==> config.mk <==
export PLATFORM = sky130hd
export DESIGN_NAME = rob_top
export DESIGN_NICKNAME = d
export VERILOG_FILES = /design/src/hw/rob_pkg.sv /design/src/hw/rob_if.sv /design/src/hw/rob_ptr_ctrl.sv /design/src/hw/rob_entry_array.sv /design/src/hw/rob_read_view.sv /design/src/hw/rob_top.sv
export SDC_FILE = /design/constraint.sdc
export NUM_CORES = 2
export LEC_CHECK = 0
export BUFFER_PORTS_ARGS = -buffer_cell sky130_fd_sc_hd__buf_2
export CAP_MARGIN = 20
export CORE_MARGIN = 4
export CORE_UTILIZATION = 60
export DETAILED_ROUTE_END_ITERATION = 10
export HOLD_SLACK_MARGIN = 0.08
export PLACE_DENSITY = 0.79
export SKIP_CTS_REPAIR_TIMING = 1
export SYNTH_ARGS = -nofsm -noshare
export SYNTH_HDL_FRONTEND = slang
export SYNTH_SLANG_ARGS = --single-unit
==> constraint.sdc <==
create_clock -name clk -period 5.8 [get_ports clk]
set_input_delay 1.16 -clock clk [delete_from_list [all_inputs] [get_ports clk]]
set_output_delay 1.16 -clock clk [all_outputs]
set_load 0.05 [all_outputs]
==> src/hw/rob_pkg.sv <==
package rob_pkg;

  // default entry count, must be a power of two
  localparam int rob_depth = 8;

  typedef logic [4:0]  reg_addr_t;
  typedef logic [31:0] data_t;
  typedef logic [31:0] pc_t;
  typedef logic [4:0]  exc_code_t;

  // stored entry word, done flag in the top bit
  localparam int entry_w = 2 + $bits(reg_addr_t) + $bits(data_t) + $bits(pc_t)
                           + $bits(exc_code_t);
  localparam int done_bit = entry_w - 1;

  typedef logic [entry_w-1:0] entry_word_t;

  function automatic entry_word_t pack_entry(
    input logic      done,
    input logic      reg_write_en,
    input reg_addr_t reg_addr,
    input data_t     data,
    input pc_t       pc,
    input exc_code_t exc_code
  );
    return {done, reg_write_en, reg_addr, data, pc, exc_code};
  endfunction

endpackage

==> src/hw/rob_if.sv <==
// payload of one entry, driven by the top level
interface rob_entry_if;
  import rob_pkg::*;

  logic      done;
  logic      reg_write_en;
  reg_addr_t reg_addr;
  data_t     data;
  pc_t       pc;
  exc_code_t exc_code;

  // storage side
  modport sink (
    input done, reg_write_en, reg_addr, data, pc, exc_code
  );

  // read view, for same-cycle forwarding
  modport fwd (
    input done, reg_write_en, reg_addr, data, pc, exc_code
  );

endinterface

// ring positions as plain indices, wrap bits stay in the controller
interface rob_pos_if #(
  parameter int ROB_DEPTH = rob_pkg::rob_depth
);
  localparam int idx_w = $clog2(ROB_DEPTH);

  logic [idx_w-1:0] head_idx;
  logic [idx_w-1:0] read_idx;
  logic [idx_w-1:0] tail_idx;
  logic             alloc_fire;

  modport ctrl (
    output head_idx, read_idx, tail_idx, alloc_fire
  );

  modport user (
    input head_idx, read_idx, tail_idx, alloc_fire
  );

endinterface

==> src/hw/rob_ptr_ctrl.sv <==
module rob_ptr_ctrl #(
  parameter int  ROB_DEPTH = rob_pkg::rob_depth,
  localparam int idx_w     = $clog2(ROB_DEPTH)
) (
  input  logic             clk,
  input  logic             rst,
  input  logic             write_en,
  input  logic             read_en,
  input  logic             commit_en,
  input  logic             erase_en,
  input  logic [idx_w-1:0] erase_from_addr,
  input  logic             head_done,
  input  logic             update_hits_head,
  rob_pos_if.ctrl          pos,
  output logic             can_read,
  output logic             can_write,
  output logic             can_commit
);

  // index plus one wrap bit
  typedef logic [idx_w:0] ptr_t;

  ptr_t head_ptr;
  ptr_t read_ptr;
  ptr_t tail_ptr;
  ptr_t head_nxt;
  ptr_t read_adv;
  ptr_t read_nxt;
  ptr_t tail_nxt;
  ptr_t erase_cnt;
  ptr_t read_over;
  ptr_t adv_over;
  logic alloc_fire;
  logic erase_wrap;
  logic read_cut;
  logic full_after_commit;

  // erase blocks allocation
  assign alloc_fire = write_en && !erase_en;

  // an erase point below the head index has wrapped past the end of the ring
  assign erase_wrap = (erase_from_addr >= head_ptr[idx_w-1:0]) ? head_ptr[idx_w]
                                                               : ~head_ptr[idx_w];

  always_comb begin
    head_nxt = commit_en ? head_ptr + 1'b1 : head_ptr;
    if (erase_en) begin
      tail_nxt = {erase_wrap, erase_from_addr};
    end else if (alloc_fire) begin
      tail_nxt = tail_ptr + 1'b1;
    end else begin
      tail_nxt = tail_ptr;
    end
  end

  // number of entries dropped by this erase
  assign erase_cnt = tail_ptr - tail_nxt;

  // distance past the new tail, inside the erased span means cut off
  assign read_over = read_ptr - tail_nxt;
  assign read_cut  = erase_en && (read_over <= erase_cnt);

  assign read_adv = read_en ? read_ptr + 1'b1 : read_ptr;
  assign adv_over = read_adv - tail_nxt;

  always_comb begin
    read_nxt = read_adv;
    if (erase_en && (adv_over <= erase_cnt)) begin
      read_nxt = tail_nxt;
    end
  end

  always_ff @(posedge clk) begin
    if (!rst) begin
      head_ptr <= '0;
      read_ptr <= '0;
      tail_ptr <= '0;
    end else begin
      head_ptr <= head_nxt;
      read_ptr <= read_nxt;
      tail_ptr <= tail_nxt;
    end
  end

  // full check against the head after this cycle's commit
  assign full_after_commit = (tail_ptr[idx_w] != head_nxt[idx_w])
                             && (tail_ptr[idx_w-1:0] == head_nxt[idx_w-1:0]);

  assign can_write  = !full_after_commit;
  assign can_read   = (read_ptr != tail_nxt) && !read_cut;
  assign can_commit = (head_ptr != tail_ptr) && (head_done || update_hits_head);

  assign pos.head_idx   = head_ptr[idx_w-1:0];
  assign pos.read_idx   = read_ptr[idx_w-1:0];
  assign pos.tail_idx   = tail_ptr[idx_w-1:0];
  assign pos.alloc_fire = alloc_fire;

endmodule

==> src/hw/rob_entry_array.sv <==
module rob_entry_array #(
  parameter int  ROB_DEPTH = rob_pkg::rob_depth,
  localparam int idx_w     = $clog2(ROB_DEPTH)
) (
  input  logic                                  clk,
  input  logic                                  rst,
  rob_pos_if.user                               pos,
  rob_entry_if.sink                             new_entry,
  input  logic                                  update_en,
  input  logic [idx_w-1:0]                      update_addr,
  output rob_pkg::entry_word_t [ROB_DEPTH-1:0]  entries,
  output logic                                  head_done
);
  import rob_pkg::*;

  entry_word_t      new_word;
  logic             wr_en;
  logic [idx_w-1:0] wr_idx;

  assign new_word = pack_entry(
    new_entry.done,
    new_entry.reg_write_en,
    new_entry.reg_addr,
    new_entry.data,
    new_entry.pc,
    new_entry.exc_code
  );

  // one payload bus, so an allocation shadows any update
  assign wr_en  = pos.alloc_fire || update_en;
  assign wr_idx = pos.alloc_fire ? pos.tail_idx : update_addr;

  always_ff @(posedge clk) begin
    if (!rst) begin
      entries <= '0;
    end else if (wr_en) begin
      entries[wr_idx] <= new_word;
    end
  end

  // stored state only, forwarding is handled in the read view
  assign head_done = entries[pos.head_idx][done_bit];

endmodule

==> src/hw/rob_read_view.sv <==
module rob_read_view #(
  parameter int  ROB_DEPTH = rob_pkg::rob_depth,
  localparam int idx_w     = $clog2(ROB_DEPTH)
) (
  rob_pos_if.user                              pos,
  input  logic                                 read_en,
  rob_entry_if.fwd                             new_entry,
  input  logic                                 update_en,
  input  logic [idx_w-1:0]                     update_addr,
  input  rob_pkg::entry_word_t [ROB_DEPTH-1:0] entries,
  output logic [idx_w-1:0]                     rob_addr,
  output logic                                 done,
  output logic                                 reg_write_en,
  output rob_pkg::reg_addr_t                   reg_addr,
  output rob_pkg::data_t                       data,
  output rob_pkg::pc_t                         pc,
  output rob_pkg::exc_code_t                   exc_code,
  output logic                                 update_hits_head
);
  import rob_pkg::*;

  logic [idx_w-1:0] view_idx;
  logic             fwd_hit;
  logic             upd_live;
  entry_word_t      new_word;
  entry_word_t      view_word;

  // issue stage sees the read position, otherwise retire sees the head
  assign view_idx = read_en ? pos.read_idx : pos.head_idx;

  // update is written only when no allocation takes the payload bus
  assign upd_live = update_en && !pos.alloc_fire;

  assign fwd_hit = (pos.alloc_fire && (pos.tail_idx == view_idx))
                   || (upd_live && (update_addr == view_idx));

  assign new_word = pack_entry(
    new_entry.done,
    new_entry.reg_write_en,
    new_entry.reg_addr,
    new_entry.data,
    new_entry.pc,
    new_entry.exc_code
  );

  assign view_word = fwd_hit ? new_word : entries[view_idx];

  assign rob_addr = view_idx;
  assign {done, reg_write_en, reg_addr, data, pc, exc_code} = view_word;

  // head marked done by an update landing this cycle
  assign update_hits_head = upd_live && (update_addr == pos.head_idx) && new_entry.done;

endmodule

==> src/hw/rob_top.sv <==
module rob_top #(
  parameter int  ROB_DEPTH = rob_pkg::rob_depth,
  localparam int idx_w     = $clog2(ROB_DEPTH)
) (
  input  logic               clk,
  input  logic               rst,
  // issue side
  input  logic               read_en,
  output logic               can_read,
  // allocation
  input  logic               write_en,
  output logic               can_write,
  // execution result
  input  logic               update_en,
  input  logic [idx_w-1:0]   update_addr,
  // retire
  input  logic               commit_en,
  output logic               can_commit,
  // flush
  input  logic               erase_en,
  input  logic [idx_w-1:0]   erase_from_addr,
  // entry payload in
  input  logic               done_in,
  input  logic               reg_write_en_in,
  input  rob_pkg::reg_addr_t reg_addr_in,
  input  rob_pkg::data_t     data_in,
  input  rob_pkg::pc_t       pc_in,
  input  rob_pkg::exc_code_t exc_code_in,
  // read or head view
  output logic [idx_w-1:0]   rob_addr_out,
  output logic               done_out,
  output logic               reg_write_en_out,
  output rob_pkg::reg_addr_t reg_addr_out,
  output rob_pkg::data_t     data_out,
  output rob_pkg::pc_t       pc_out,
  output rob_pkg::exc_code_t exc_code_out
);
  import rob_pkg::*;

  entry_word_t [ROB_DEPTH-1:0] entries;
  logic                        head_done;
  logic                        update_hits_head;

  rob_entry_if new_entry ();
  rob_pos_if #(.ROB_DEPTH(ROB_DEPTH)) pos ();

  assign new_entry.done         = done_in;
  assign new_entry.reg_write_en = reg_write_en_in;
  assign new_entry.reg_addr     = reg_addr_in;
  assign new_entry.data         = data_in;
  assign new_entry.pc           = pc_in;
  assign new_entry.exc_code     = exc_code_in;

  rob_ptr_ctrl #(.ROB_DEPTH(ROB_DEPTH)) ptr_ctrl_inst (
    .clk              (clk),
    .rst              (rst),
    .write_en         (write_en),
    .read_en          (read_en),
    .commit_en        (commit_en),
    .erase_en         (erase_en),
    .erase_from_addr  (erase_from_addr),
    .head_done        (head_done),
    .update_hits_head (update_hits_head),
    .pos              (pos.ctrl),
    .can_read         (can_read),
    .can_write        (can_write),
    .can_commit       (can_commit)
  );

  rob_entry_array #(.ROB_DEPTH(ROB_DEPTH)) entry_array_inst (
    .clk         (clk),
    .rst         (rst),
    .pos         (pos.user),
    .new_entry   (new_entry.sink),
    .update_en   (update_en),
    .update_addr (update_addr),
    .entries     (entries),
    .head_done   (head_done)
  );

  rob_read_view #(.ROB_DEPTH(ROB_DEPTH)) read_view_inst (
    .pos              (pos.user),
    .read_en          (read_en),
    .new_entry        (new_entry.fwd),
    .update_en        (update_en),
    .update_addr      (update_addr),
    .entries          (entries),
    .rob_addr         (rob_addr_out),
    .done             (done_out),
    .reg_write_en     (reg_write_en_out),
    .reg_addr         (reg_addr_out),
    .data             (data_out),
    .pc               (pc_out),
    .exc_code         (exc_code_out),
    .update_hits_head (update_hits_head)
  );

endmodule

======== Yosys cells after proc, flatten, opt, wreduce, memory -nomap -nowiden ========
Cells that the tools add are included.
operators by class
  bitwise logic cells ..................... 1
  $lt $le $gt $ge ......................... 7
  multiplexer cells ....................... 16
  equality and inequality tests ........... 7
  reductions and logical operators ........ 19
  add/subtract/negate cells ............... 6
operators by type and width
  kind                 number
  $bwmux 608           1
  $bmux 76 s3          2
  $mux 76              4
  $demux 76 s3         1
  $mux 4               5
  $add 4x1->4 const B  3
  $eq 3x3->1           4
  $logic_and 1x1->1    12
  $lt 3x4->1 const B   3
  $sub 4x4->4          3
  $le 4x4->1           2
  $ne 4x4->1           2
  $mux 3               2
  $logic_not 1->1      4
  $ge 3x1->1 const B   1
  $ge 3x3->1           1
  $logic_or 1x1->1     3
  $mux 1               1
  $ne 1x1->1           1
  $not 1->1            1
storage, ports and cells
  bits of input ports ..................... 89
  word-level logic and storage cells ...... 67
  output and inout port bits .............. 82
  bits in registers ....................... 620

======== Depth between registers and ports, before layout ========
  depth after elaboration ................. 9
  depth in mapped cells ................... 19
  depth with buffers taken out ............ 18

======== By module ========
Synthesis repeated with hierarchy kept, for this count alone.
unflattened totals
  cell total of the unflattened synthesis .. 2959
  area total of the unflattened synthesis .. 29062.9 um^2
by module, submodules not included
  module           sequential area each (um^2)  cells an instance  area each (um^2)  instances
  rob_entry_array  12171.7                      2069               21886.0           1
  rob_read_view    0.0                          718                5734.2            1
  rob_ptr_ctrl     240.2                        172                1442.6            1

======== Worst setup path before layout ========
OpenSTA, ideal clock, no wires.
  path kind ............................... in2out
  start point ............................. in erase_en
  end point ............................... out can_read
  slack ................................... 0.466 ns
  data required time ...................... 4.640 ns
  arrival time ............................ 4.174 ns
  stages on the path ...................... 15
  buffers on the path ..................... 1
  cells stage by stage .................... buf_1 -> a21oi_1 -> inv_1 -> ha_1 -> inv_1 -> a21oi_1 -> a21oi_1 -> maj3_1 -> xnor2_1 -> mux2i_1 -> ha_1 -> nand3_1 -> nor2_1 -> o21a_1 -> a41oi_1
on the way
  word-level cells in the longest chain between the ends .. 9
  elaborated cells on any way between the ends .. 11
  those cells by class .................... 2 x add/sub; 1 x order compare; 1 x eq/ne; 2 x mux; 5 x reduce/logical
RTL lines
  what                                   line                                    RTL
  start: declaration                     rob_top.sv:20                           input logic erase_en,
  $logic_not 1->1                        rob_ptr_ctrl.sv:39                      assign alloc_fire = write_en && !erase_en;
  $logic_and 1x1->1                      rob_ptr_ctrl.sv:39
  $mux 4                                 rob_ptr_ctrl.sv:49                      end else if (alloc_fire) begin
  $mux 4 (*)                             rob_ptr_ctrl.sv:47                      if (erase_en) begin
  named net ptr_ctrl_inst.tail_nxt[0]    rob_ptr_ctrl.sv:29                      ptr_t tail_nxt;
  $sub 4x4->4, on equally long branches  rob_ptr_ctrl.sv:60, rob_ptr_ctrl.sv:57
  $le 4x4->1                             rob_ptr_ctrl.sv:61                      assign read_cut = erase_en && (read_over <= erase_cnt);
  $logic_and 1x1->1                      rob_ptr_ctrl.sv:61
  $logic_not 1->1                        rob_ptr_ctrl.sv:90                      assign can_read = (read_ptr != tail_nxt) && !read_cut;
  $logic_and 1x1->1 (*)                  rob_ptr_ctrl.sv:90
  end: declaration                       rob_top.sv:9                            output logic can_read,
Mark *: on every way through the listed nets, which the timed path passes. The rest lies on a longest branch.

======== Final worst setup path ========
  start point ............................. in write_en
  end point ............................... out can_read
on the way
  word-level cells in the longest chain between the ends .. 8
  elaborated cells on any way between the ends .. 10
  those cells by class .................... 2 x add/sub; 1 x order compare; 1 x eq/ne; 2 x mux; 4 x reduce/logical
RTL lines
  what                                   line                                    RTL
  start: declaration                     rob_top.sv:11                           input logic write_en,
  $logic_and 1x1->1 (*)                  rob_ptr_ctrl.sv:39
  $mux 4 (*)                             rob_ptr_ctrl.sv:49
  $mux 4 (*)                             rob_ptr_ctrl.sv:47
  named net ptr_ctrl_inst.tail_nxt[0]    rob_ptr_ctrl.sv:29
  $sub 4x4->4, on equally long branches  rob_ptr_ctrl.sv:60, rob_ptr_ctrl.sv:57
  $le 4x4->1                             rob_ptr_ctrl.sv:61
  $logic_and 1x1->1                      rob_ptr_ctrl.sv:61
  $logic_not 1->1                        rob_ptr_ctrl.sv:90
  $logic_and 1x1->1 (*)                  rob_ptr_ctrl.sv:90
Marks and branches as above.

==> impl_metrics.toml <==
[layout]
fill_cells = 3823
layout.cells.non_filler = 4041
areaGrowthSynthToFinish_pct = 9.098
finalNetCount = 3487
drive_gt1_share_pct = 14.13
finish.utilization_pct = 66.67

[global_routing]
grt_pass1_wl_um = 132600
grt_pass1_vias = 24420
overflow = 0
grt_max_degree = 239
antenna_found_initial = 14
grt_use_total_pct = 31.11

[setup_path]
critPathBufInv = 4
reg2reg_depth = 16
critPathSlowestCell = "maj3_1"
worstReg2RegEnd = "ptr_ctrl_inst.read_ptr[0]$_SDFF_PN0_"
crit_top_cell = "a21oi_1"
path_cells = "buf_2 -> xnor2_1 -> nor2_1 -> a21oi_1 -> inv_1 -> ha_1 -> inv_1 -> a21oi_1 -> a21oi_1 -> maj3_1 -> xnor2_1 -> mux2i_1 -> ha_1 -> nand3_1 -> nor2_1 -> o21a_1 -> a41oi_1 -> buf_2"
r2r_slack_ns = 1.81
crit_family = "adder cells"
arrival_ns = 4.12
max_stage_delay_ns = 0.37
endpoint_kind = "primary output"
required_ns = 4.64
worstSetupPathType = "primary input to primary output"
critical_path_peak_fanout = 7
r2r-start = "ptr_ctrl_inst.tail_ptr[0]$_SDFF_PN0_"
start_kind = "primary input"

[die]
initial_core_util_pct = 61.11
rows = 80
die_y_um = 229.2
coreArea_um2 = 48050
die_x_um = 229.2
num_io_pins = 171
dieArea_um2 = 52540

[detailed_routing]
drt_iter0_drc = 2704
dr.pass1.iters = 7
drc_errors = 0
routed_wl_um = 84030
num_vias = 24670
route.detailed.wl_per_inst_um = 20.80
vias_per_cell = 6.105
ant_nets = 0

[flow_run]
drv_cap = 0

[clock_tree]
cts_tree = "built"
numCtsBuffers = 61
clk_latency_ns = 0.63
path_clk_slew_ns = 0.06
cts_max_level = 2
cts_root_buf = "clkbuf_16"
clock_path_buffers = 3
clock_sinks = 620

[worst_hold_path]
hold_class = "flip-flop to flip-flop"
whs_path_depth = 2
worstHoldEndpoint = "entry_array_inst.entries[346]$_SDFFE_PN0P_"
min_from = "entry_array_inst.entries[346]$_SDFFE_PN0P_"

[sta]
clock_skew_ns = 0.01303
tightest_slew_ns = 1.256
fin_ws_ns = 0.5241
hold_violations = 0
fin_crit_sh_pct = 90.96
fin_tns_setup_ns = 0
period_needed_ns = 5.276
rsz0062_at_grt = "no"
max_freq_ghz = 0.1895
max_slew_margin_pct = 16.24
drv_slew = 0
setup_viol = 0

[pwr]
peakVddDrop_uv = 290.3
cellPowerDensity_nw_per_um2 = 351.0
total_power_mw = 11.24
leakage_nw = 11.32

[yosys]
netlist_area_um2 = 29360
ys_warn_count = 0
synth_fp_nets = 3569
synth_async_sr_flop_share_pct = 0
synth_flop_cell = "dfxtp_1"
synth_edf_count = 0
synth_area_per_cell_um2 = 8.488
synth-seq-cells = 620
seq_area_frac_synth_pct = 42.27
synthCells = 3459
yosysUniqueCellTypes = 46

[placement]
port_buffers = 170
place_inst = 3929
hpwl_um = 46100
place_congestion = 0.8395
place_ws_ns = 0.5382

[outcome]
status = "finished, final reports clean"
[layer usage]
metal  GRT usage (%)  part of all wire, %  up-vias
li1                -                    -    11290
met1           41.11                   40    12030
met2           51.27                   48     1135
met3           5.753                  9.5      212
met4           11.68                  2.6       12
met5               0                 0.11        -
[layout by cell type (no fill, tap or decap), types with 5 or more instances in the layout]
master     netlist  layout
nand2_1       1383    1382
xor2_1          14      14
buf_4           23      29
a21boi_0       331     331
ha_1            20      20
nor2b_1         10       9
o21ai_0          5       5
a21boi_1       277     277
buf_12           0      14
buf_2           93     169
inv_1           21      21
or2_4            0       6
dfxtp_1        620     620
clkinv_2         0      13
nor2_1          86      80
mux2i_1          9       7
a31oi_1         80      80
clkbuf_1       234      14
a21oi_1         11      11
mux4_2         154     154
clkbuf_8         0      12
clkbuf_16        0      61
xnor2_1         26      26
bufinv_16        0       5
nor2_4           0       6
diode_2          0       8
[cells in the mapped netlist, drive strengths merged, types with 4 or more instances]
cell type  count  area, µm²
nor2b         10      62.56
ha            20      250.2
a41oi          4      42.55
nand4          4      25.02
o21ai          5      25.02
inv           22      82.58
a21o           4      30.03
dfxtp        620      12410
a21boi       608       4564
nand2b         4      25.02
mux4         154       3468
xor2          14      122.6
a31oi         81      513.0
xnor2         27      244.0
nor2          86      322.8
or2            6      37.53
a21oi         11      55.05
and2           5      31.28
mux2i         10      112.6
clkbuf       234      878.3
buf          124      675.7
nand3          4      20.02
nand2       1383       5191
[where the power goes]
part	total [mW]	internal, mW	switching, mW
combinational	2.79	0.876	1.92
sequential	4.49	4.39	0.0959
clock	3.96	2.29	1.67
[logic make-up (layout without fill, tap and decap cells)]
logic type	after synthesis	after routing	share of synthesized area [%]
AOI/OAI and AO/OA	719	719	17.98
adders and majority gates	24	24	1.023
and+or+nand+nor	1509	1509	19.63
muxes	166	166	12.27
buffers and inverters	380	339	5.574
DFF	620	620	42.27
xor gates and xnor gates	41	41	1.249
other	0	8	0
[sequential cells by signal (all words and copies together), names as in the netlist]
| register | count |
|---|---|
| ptr_ctrl_inst.tail_ptr | 4 |
| ptr_ctrl_inst.read_ptr | 4 |
| entry_array_inst.entries | 608 |
| ptr_ctrl_inst.head_ptr | 4 |
[area by class of cell]
class	count	area, µm²	area share, %
antenna	8	20.02	0.06250
multi-input combinational	2459	15430	48.18
clock buffer	87	1744	5.445
inverter	22	83.83	0.2617
timing repair buffer	213	1359	4.242
clock inverter	17	210.2	0.6562
sequential	620	12410	38.75
tap	615	769.5	2.402
[worst reg2reg max path, delay by kind of cell, from the launching register on]
family	cells	cell delay, ns
compound gates	3	1.13
fa+ha+maj	3	0.91
flops	1	0.68
simple gates	6	0.60
xor+xnor	3	0.42
mux	1	0.15
[worst max path at each step]
stage                    end                                  from  cells after the start  slack [ns]
floorplan           can_read                              erase_en                     15        0.47
global placement    can_read                              write_en                     18        0.59
detailed placement  can_read                              write_en                     18        0.54
CTS                 can_read  ptr_ctrl_inst.tail_ptr[0]$_SDFF_PN0_                     15        0.48
global route        can_read  ptr_ctrl_inst.tail_ptr[0]$_SDFF_PN0_                     17        0.31
finish              can_read                              write_en                     18        0.52
[stage by stage]
stage          cell area (µm²)  hold WS (ns)
6_report                 32030        0.4481
5_1_grt                  32020        0.4630
4_1_cts                  32010        0.4519
3_5_place_dp             30060        0.4421
3_3_place_gp             30060        0.4366
2_1_floorplan            29360        0.4319
Note: power is estimated with default switching activity, not from simulation.
